<file path="src/verilog/cache_fill_config.svh">
`ifndef CACHE_FILL_CONFIG_SVH
`define CACHE_FILL_CONFIG_SVH

// ******************************
// cache geometry
// ******************************

// byte address and word width seen by the processor
`define CACHE_ADDR_W 16
`define CACHE_WORD_W 16

// 16 byte blocks, 32 direct mapped sets, the rest of the address is tag
`define CACHE_OFFSET_W 4
`define CACHE_INDEX_W 5
`define CACHE_TAG_W 7

`define CACHE_SETS 32
`define CACHE_BLOCK_WORDS 8 // 16 bytes of 2 byte words

`endif

</file>
<file path="src/verilog/cache_pkg.sv">
`default_nettype none

`include "cache_fill_config.svh"

package cache_pkg;

	// ******************************
	// address views
	// ******************************

	// field split used by lookup and by the fill sequencer
	typedef struct packed {
		logic [`CACHE_TAG_W-1:0] tag;
		logic [`CACHE_INDEX_W-1:0] index;
		logic [`CACHE_OFFSET_W-1:0] offset; // byte offset, bit 0 always ignored
	} addr_fields_t;

	// same 16 bits read either raw (ports, memory) or split into fields
	typedef union packed {
		logic [`CACHE_ADDR_W-1:0] raw;
		addr_fields_t fields;
	} cache_addr_t;

	// ******************************
	// port bundles
	// ******************************

	typedef struct packed {
		logic req; // held high by the processor while stall is high
		cache_addr_t addr;
	} cpu_req_t;

	typedef struct packed {
		logic rd_valid; // hit with no fill in progress
		logic stall; // fill in progress or current request misses
		logic [`CACHE_WORD_W-1:0] rdata;
	} cpu_resp_t;

	typedef struct packed {
		logic read; // one cycle strobe per word
		logic [`CACHE_ADDR_W-1:0] addr;
	} mem_req_t;

	typedef struct packed {
		logic valid; // one cycle strobe per returning word
		logic [`CACHE_WORD_W-1:0] data;
	} mem_resp_t;

	// fill write from the sequencer into the data array
	typedef struct packed {
		logic write_data_array;
		logic [`CACHE_INDEX_W-1:0] index;
		logic [`CACHE_OFFSET_W-1:0] offset;
		logic [`CACHE_WORD_W-1:0] data;
	} fill_wr_t;

endpackage

`default_nettype wire

</file>
<file path="src/verilog/cache_data_array.sv">
`default_nettype none

`include "cache_fill_config.svh"

module cache_data_array (
	input wire logic clk,
	input cache_pkg::fill_wr_t fill_wr, // one word per strobe during a fill
	input wire logic [`CACHE_INDEX_W-1:0] read_index,
	input wire logic [`CACHE_OFFSET_W-1:0] read_offset, // byte offset, bit 0 ignored
	output logic [`CACHE_WORD_W-1:0] rdata
);

	// word select is the byte offset without its low bit
	localparam int word_sel_w = `CACHE_OFFSET_W - 1;

	// ******************************
	// word storage
	// ******************************

	logic [`CACHE_WORD_W-1:0] words [`CACHE_SETS][`CACHE_BLOCK_WORDS];

	logic [word_sel_w-1:0] wr_word;
	logic [word_sel_w-1:0] rd_word;

	assign wr_word = fill_wr.offset[`CACHE_OFFSET_W-1:1];
	assign rd_word = read_offset[`CACHE_OFFSET_W-1:1];

	// contents are guarded by the valid bits in the tag array
	always_ff @(posedge clk) begin
		if (fill_wr.write_data_array)
			words[fill_wr.index][wr_word] <= fill_wr.data;
	end

	// combinational read so a hit returns data in the request cycle
	assign rdata = words[read_index][rd_word];

endmodule

`default_nettype wire

</file>
<file path="src/verilog/cache_fill_fsm.sv">
`default_nettype none

`include "cache_fill_config.svh"

module cache_fill_fsm (
	input wire logic clk,
	input wire logic reset,
	input wire logic miss_detected, // from the tag compare, request misses this cycle
	input cache_pkg::cache_addr_t miss_addr,
	input cache_pkg::mem_resp_t mem_resp,
	output cache_pkg::mem_req_t mem_req,
	output cache_pkg::fill_wr_t fill_wr,
	output logic write_tag_array, // one cycle, after the last word is in the data array
	output logic [`CACHE_INDEX_W-1:0] tag_index,
	output logic [`CACHE_TAG_W-1:0] tag_value,
	output logic fsm_busy // doubles as the processor stall while a block is filled
);

	// byte offset of the last word in a block
	localparam logic [`CACHE_OFFSET_W-1:0] last_offset =
		`CACHE_OFFSET_W'(2 * (`CACHE_BLOCK_WORDS - 1));

	logic busy_q;
	logic busy_d;
	cache_pkg::cache_addr_t base_q; // block base, offset field kept at zero
	logic [`CACHE_OFFSET_W-1:0] rd_offset_q; // next word to request from memory
	logic [`CACHE_OFFSET_W-1:0] wr_offset_q; // next word slot to fill
	logic read_done_q; // all 8 reads issued
	logic fill_done_q; // all 8 words written, tag write this cycle
	logic reading;
	logic writing;

	// busy holds until fill_done, so the tag write still sees busy high
	assign busy_d = busy_q ? ~fill_done_q : miss_detected;

	always_ff @(posedge clk) begin
		if (reset) begin
			busy_q <= 1'b0;
		end else begin
			busy_q <= busy_d;
		end
	end

	// latch the block base on the first miss cycle, a miss while busy is ignored
	always_ff @(posedge clk) begin
		if (~busy_q & miss_detected) begin
			base_q.fields.tag <= miss_addr.fields.tag;
			base_q.fields.index <= miss_addr.fields.index;
			base_q.fields.offset <= '0; // block aligned
		end
	end

	// ******************************
	// read side, one request per cycle
	// ******************************

	assign reading = busy_q & ~read_done_q;

	always_ff @(posedge clk) begin
		if (reset | fill_done_q) begin
			rd_offset_q <= '0; // cleared again once the block is complete
			read_done_q <= 1'b0;
		end else if (reading) begin
			rd_offset_q <= rd_offset_q + `CACHE_OFFSET_W'(2); // word step
			if (rd_offset_q == last_offset)
				read_done_q <= 1'b1; // last read goes out this cycle
		end
	end

	// ******************************
	// write side, follows memory_data_valid
	// ******************************

	assign writing = busy_q & mem_resp.valid; // stray data while idle is dropped

	always_ff @(posedge clk) begin
		if (reset | fill_done_q) begin
			wr_offset_q <= '0;
			fill_done_q <= 1'b0;
		end else if (writing) begin
			wr_offset_q <= wr_offset_q + `CACHE_OFFSET_W'(2);
			if (wr_offset_q == last_offset)
				fill_done_q <= 1'b1;
		end
	end

	always_comb begin
		mem_req.read = reading;
		mem_req.addr = base_q.raw + `CACHE_ADDR_W'(rd_offset_q); // base plus byte offset
		fill_wr.write_data_array = writing;
		fill_wr.index = base_q.fields.index;
		fill_wr.offset = wr_offset_q;
		fill_wr.data = mem_resp.data; // returning word goes straight to the array
	end

	assign write_tag_array = busy_q & fill_done_q;
	assign tag_index = base_q.fields.index;
	assign tag_value = base_q.fields.tag;
	assign fsm_busy = busy_q;

endmodule

`default_nettype wire

</file>
<file path="src/verilog/cache_tag_array.sv">
`default_nettype none

`include "cache_fill_config.svh"

module cache_tag_array (
	input wire logic clk,
	input wire logic reset,
	input cache_pkg::cache_addr_t lookup_addr, // current processor address
	input wire logic lookup_req,
	input wire logic write_tag_array, // end of fill, install tag and set valid
	input wire logic [`CACHE_INDEX_W-1:0] tag_index,
	input wire logic [`CACHE_TAG_W-1:0] tag_value,
	output logic hit,
	output logic miss_detected
);

	// ******************************
	// storage
	// ******************************

	logic [`CACHE_TAG_W-1:0] tags [`CACHE_SETS];
	logic [`CACHE_SETS-1:0] valid;

	logic [`CACHE_TAG_W-1:0] stored_tag;
	logic stored_valid;

	// tags only mean something once their valid bit is set
	always_ff @(posedge clk) begin
		if (write_tag_array)
			tags[tag_index] <= tag_value;
	end

	always_ff @(posedge clk) begin
		if (reset) begin
			valid <= '0; // every set starts empty
		end else if (write_tag_array) begin
			valid[tag_index] <= 1'b1;
		end
	end

	// ******************************
	// lookup
	// ******************************

	// entry for the index field of the request, read combinationally
	assign stored_tag = tags[lookup_addr.fields.index];
	assign stored_valid = valid[lookup_addr.fields.index];

	always_comb begin
		hit = lookup_req & stored_valid & (stored_tag == lookup_addr.fields.tag);
		miss_detected = lookup_req & ~hit; // the fill sequencer ignores this while busy
	end

endmodule

`default_nettype wire

</file>
<file path="src/verilog/cache_top.sv">
`default_nettype none

`include "cache_fill_config.svh"

module cache_top (
	input wire logic clk,
	input wire logic reset,
	input cache_pkg::cpu_req_t cpu_req, // held by the processor while stalled
	output cache_pkg::cpu_resp_t cpu_resp,
	output cache_pkg::mem_req_t mem_req, // one read strobe per word during a fill
	input cache_pkg::mem_resp_t mem_resp
);

	logic hit;
	logic miss_detected;
	logic fsm_busy;
	logic write_tag_array;
	logic [`CACHE_INDEX_W-1:0] tag_index;
	logic [`CACHE_TAG_W-1:0] tag_value;
	logic [`CACHE_WORD_W-1:0] rdata;
	cache_pkg::fill_wr_t fill_wr;

	// ******************************
	// lookup and fill blocks
	// ******************************

	cache_tag_array tag_array_i (
		.clk(clk),
		.reset(reset),
		.lookup_addr(cpu_req.addr),
		.lookup_req(cpu_req.req),
		.write_tag_array(write_tag_array),
		.tag_index(tag_index),
		.tag_value(tag_value),
		.hit(hit),
		.miss_detected(miss_detected)
	);

	// the missing address is the request address itself
	cache_fill_fsm fill_fsm_i (
		.clk(clk),
		.reset(reset),
		.miss_detected(miss_detected),
		.miss_addr(cpu_req.addr),
		.mem_resp(mem_resp),
		.mem_req(mem_req),
		.fill_wr(fill_wr),
		.write_tag_array(write_tag_array),
		.tag_index(tag_index),
		.tag_value(tag_value),
		.fsm_busy(fsm_busy)
	);

	cache_data_array data_array_i (
		.clk(clk),
		.fill_wr(fill_wr),
		.read_index(cpu_req.addr.fields.index),
		.read_offset(cpu_req.addr.fields.offset),
		.rdata(rdata)
	);

	// ******************************
	// processor response
	// ******************************

	always_comb begin
		cpu_resp.stall = fsm_busy | miss_detected; // covers the miss cycle before busy rises
		cpu_resp.rd_valid = hit & ~fsm_busy; // never together with stall
		cpu_resp.rdata = rdata;
	end

endmodule

`default_nettype wire
</file>
<file path="config.mk">
export PLATFORM = sky130hd
export DESIGN_NAME = cache_top
export DESIGN_NICKNAME = d
export VERILOG_FILES = /design/src/verilog/cache_pkg.sv /design/src/verilog/cache_data_array.sv /design/src/verilog/cache_fill_fsm.sv /design/src/verilog/cache_tag_array.sv /design/src/verilog/cache_top.sv
export VERILOG_INCLUDE_DIRS = /design/src /design/src/verilog
export SDC_FILE = /design/constraint.sdc
export NUM_CORES = 2
export LEC_CHECK = 0
export BUFFER_PORTS_ARGS = -buffer_cell sky130_fd_sc_hd__buf_4
export CORE_AREA = 2 2 620 622
export CTS_BUF_LIST = sky130_fd_sc_hd__clkbuf_8
export CTS_CLUSTER_DIAMETER = 200
export CTS_CLUSTER_SIZE = 10
export DETAILED_ROUTE_END_ITERATION = 10
export DIE_AREA = 0 0 622 624
export SYNTH_ARGS = -nofsm -noshare
export SYNTH_HDL_FRONTEND = slang
export SYNTH_MEMORY_MAX_BITS = 65536
export SYNTH_SLANG_ARGS = --single-unit
</file>
<file path="constraint.sdc">
create_clock -name clk -period 7.8 [get_ports clk]
set_input_delay 0.39 -clock clk [delete_from_list [all_inputs] [get_ports clk]]
set_output_delay 0.39 -clock clk [all_outputs]
set_load 0.02 [all_outputs]
</file>
==> out/metrics.yaml <==
cts.sinks: 4373
antenna_found_initial: 33
pin_count: 71
critPathArrivalTime_ns: 5.71
clk_pin_slew_ns: 0.08
grt_pass1_wl_um: 575000
clk-insertion-delay-late_ns: 1.18
period_share: 0.782
ys_types: 43
syn2layout_area_growth_pct: 9.60
cts_buffers: 475
dp.cells: 11880
status: "completed"
finalPower_uw: 41200
fillers: 30396
nets: 7398
yosys_warnings: 0
required_ns: 7.41
finalHoldViolCount: 0
rsz0062_at_grt: "no"
leakage_uw: 0.0554
grt_remaining_overflow: 0
cts_hold_buf: 38
ys_ff_latch: 4373
dp_hpwl_um: 235000
syn_avg_cell_area_um2: 24.7
drtPass1Iterations: 8
rows: 227
start_kind: "input pin"
ir_drop_mv: 0.134
floorplan.die_area_mm2: 0.388
synth_area_mm2: 0.167
htreeDepth: 5
synth_area_leader_cell: "edfxtp_1"
synth.top_cells.by_count: "edfxtp_1, mux4_2, nor2_1"
core_area_mm2: 0.381
viasPerCell: 6.01
wl_per_cell_um: 33.0
ys_seq_area_frac: 0.783
netlist.area_leader.share: 0.778
worstMarginPinSlew_ns: 1.37
grt_max_degree: 171
root_buffer: "clkbuf_8"
fin_util: 0.481
synth_most_common_cell: "edfxtp_1"
max-cap-violations: 0
synth_top_flop_cell: "edfxtp_1"
drt-total-wl_um: 411000
die_y_um: 624
port_buffers: 68
hp-class: "in -> reg"
synthesis.nets: 6818
finalClockSkew_ns: 0.0669
crit_type: "in -> out"
grt.total_usage: 0.209
drt_iter0_drc: 9873
async_reset_ff_frac: 0
gp_congestion: 0.810
ys_top_cells_by_area: "edfxtp_1, mux4_2, nor2_1, dfxtp_1, buf_2"
setup-violations-final: 0
ant_nets: 0
syn_inst: 6778
tns_ns: 0
cts_tree: "yes"
drc: 0
powerDensity_mw_per_mm2: 225
maxSlewHeadroom: 0.0875
ctsResizeCount: 0
cts_setup_buffers: 0
clk_path_buf_depth: 4
cp_max_fo: 81
fin_cells: 12464
layout-drive-gt1-share: 0.329
start_util: 0.439
die_x_um: 622
cp-end-kind: "output port"
synth_edf_count: 4332
drv_slew: 0
vias: 74965
grt_pass1_vias: 75808
fin_crit_ns: 6.10
clock.fmax_ghz: 0.164
## sequential cells by signal (all words and copies together) (netlist names)
| name | count |
|---|---|
| data_array_i.words | 4096 |
| fill_fsm_i.base_q | 12 |
| fill_fsm_i.fill_done_q | 1 |
| fill_fsm_i.fsm_busy | 1 |
| fill_fsm_i.rd_offset_q | 3 |
| fill_fsm_i.read_done_q | 1 |
| fill_fsm_i.wr_offset_q | 3 |
| tag_array_i.tags | 224 |
| tag_array_i.valid | 32 |
## worst max-delay path: stages
cell	delay (ns)
dlygate4sd3_1	0.62
buf_16	0.37
buf_4	0.72
mux4_2	0.61
mux4_2	0.60
mux4_2	0.62
a22oi_1	0.64
nand2_1	0.40
buf_4	0.28
## kinds of logic after synthesis
kind of cell               synth area share
DFF                                   0.783
and+or+nand+nor                      0.0117
muxes                                 0.191
other                             0.0000224
AOI/OAI and AO/OA                   0.00326
buffers and inverters                0.0102
adders and majority gates          0.000299
xor gates and xnor gates           0.000681
## routing by layer
metal	part of all wire	wire length (µm)	track usage	up-vias
met5	0.00017	68	0	-
li1	-	-	-	30051
met1	0.41	170000	0.302	41101
met2	0.48	196000	0.331	3247
met3	0.081	33200	0.0387	556
met4	0.028	11500	0.0565	10
## final timing paths
path	endpoint	startpoint	depth (start not counted)	slack, ns
worst max-delay path	cpu_resp[10]	cpu_req[4]	9	1.70
worst min-delay path	fill_fsm_i.base_q[6]	cpu_req[6]	2	0.17
worst max register to register	tag_array_i.tags[26][6]	fill_fsm_i.base_q[5]	3	3.92
worst min register to register	tag_array_i.valid[22]	tag_array_i.valid[22]	2	0.48
## stage by stage
| step | setup slack, ns | hold WS, ns | cell area [µm²] |
|---|---|---|---|
| finish | 1.70 | 0.168 | 183000 |
| global route | 1.80 | 0.100 | 183000 |
| CTS | 2.05 | 0.0287 | 183000 |
| detailed placement | 2.70 | 0.460 | 176000 |
| global placement | 2.68 | 0.463 | 176000 |
| floorplan | 4.25 | 0.435 | 167000 |
## power breakdown
group          total, µW  switching (µW)  internal, µW
logic               2380            1470           909
registers          25900            25.1         25800
clock network      13000            7520          5480
total              41200            9020         32200
## layout by cell type (no fill, tap or decap), drive strengths merged, types with 7 or more instances in the layout
| cell type | n |
|---|---|
| a21oi | 9 |
| mux4 | 1387 |
| diode | 19 |
| dfxtp | 41 |
| a22oi | 46 |
| buf | 436 |
| clkbuf | 483 |
| inv | 38 |
| edfxtp | 4332 |
| nand2 | 68 |
| clkinvlp | 8 |
| nor2 | 369 |
| dlygate4sd3 | 38 |
| nand3 | 12 |
| nor2b | 14 |
| mux2i | 62 |
| xnor2 | 7 |
## cell type report
cell class,instances,area [µm²],share of cell area
sequential,4373,131000,0.715
multi-input combinational,2029,34800,0.190
clock buffer,479,6590,0.0360
tap,5038,6300,0.0344
timing repair buffer,478,4200,0.0229
clock inverter,47,329,0.00180
antenna,19,47.5,0.000260
inverter,1,3.75,0.0000205
Power figures use the tool's default switching activity.
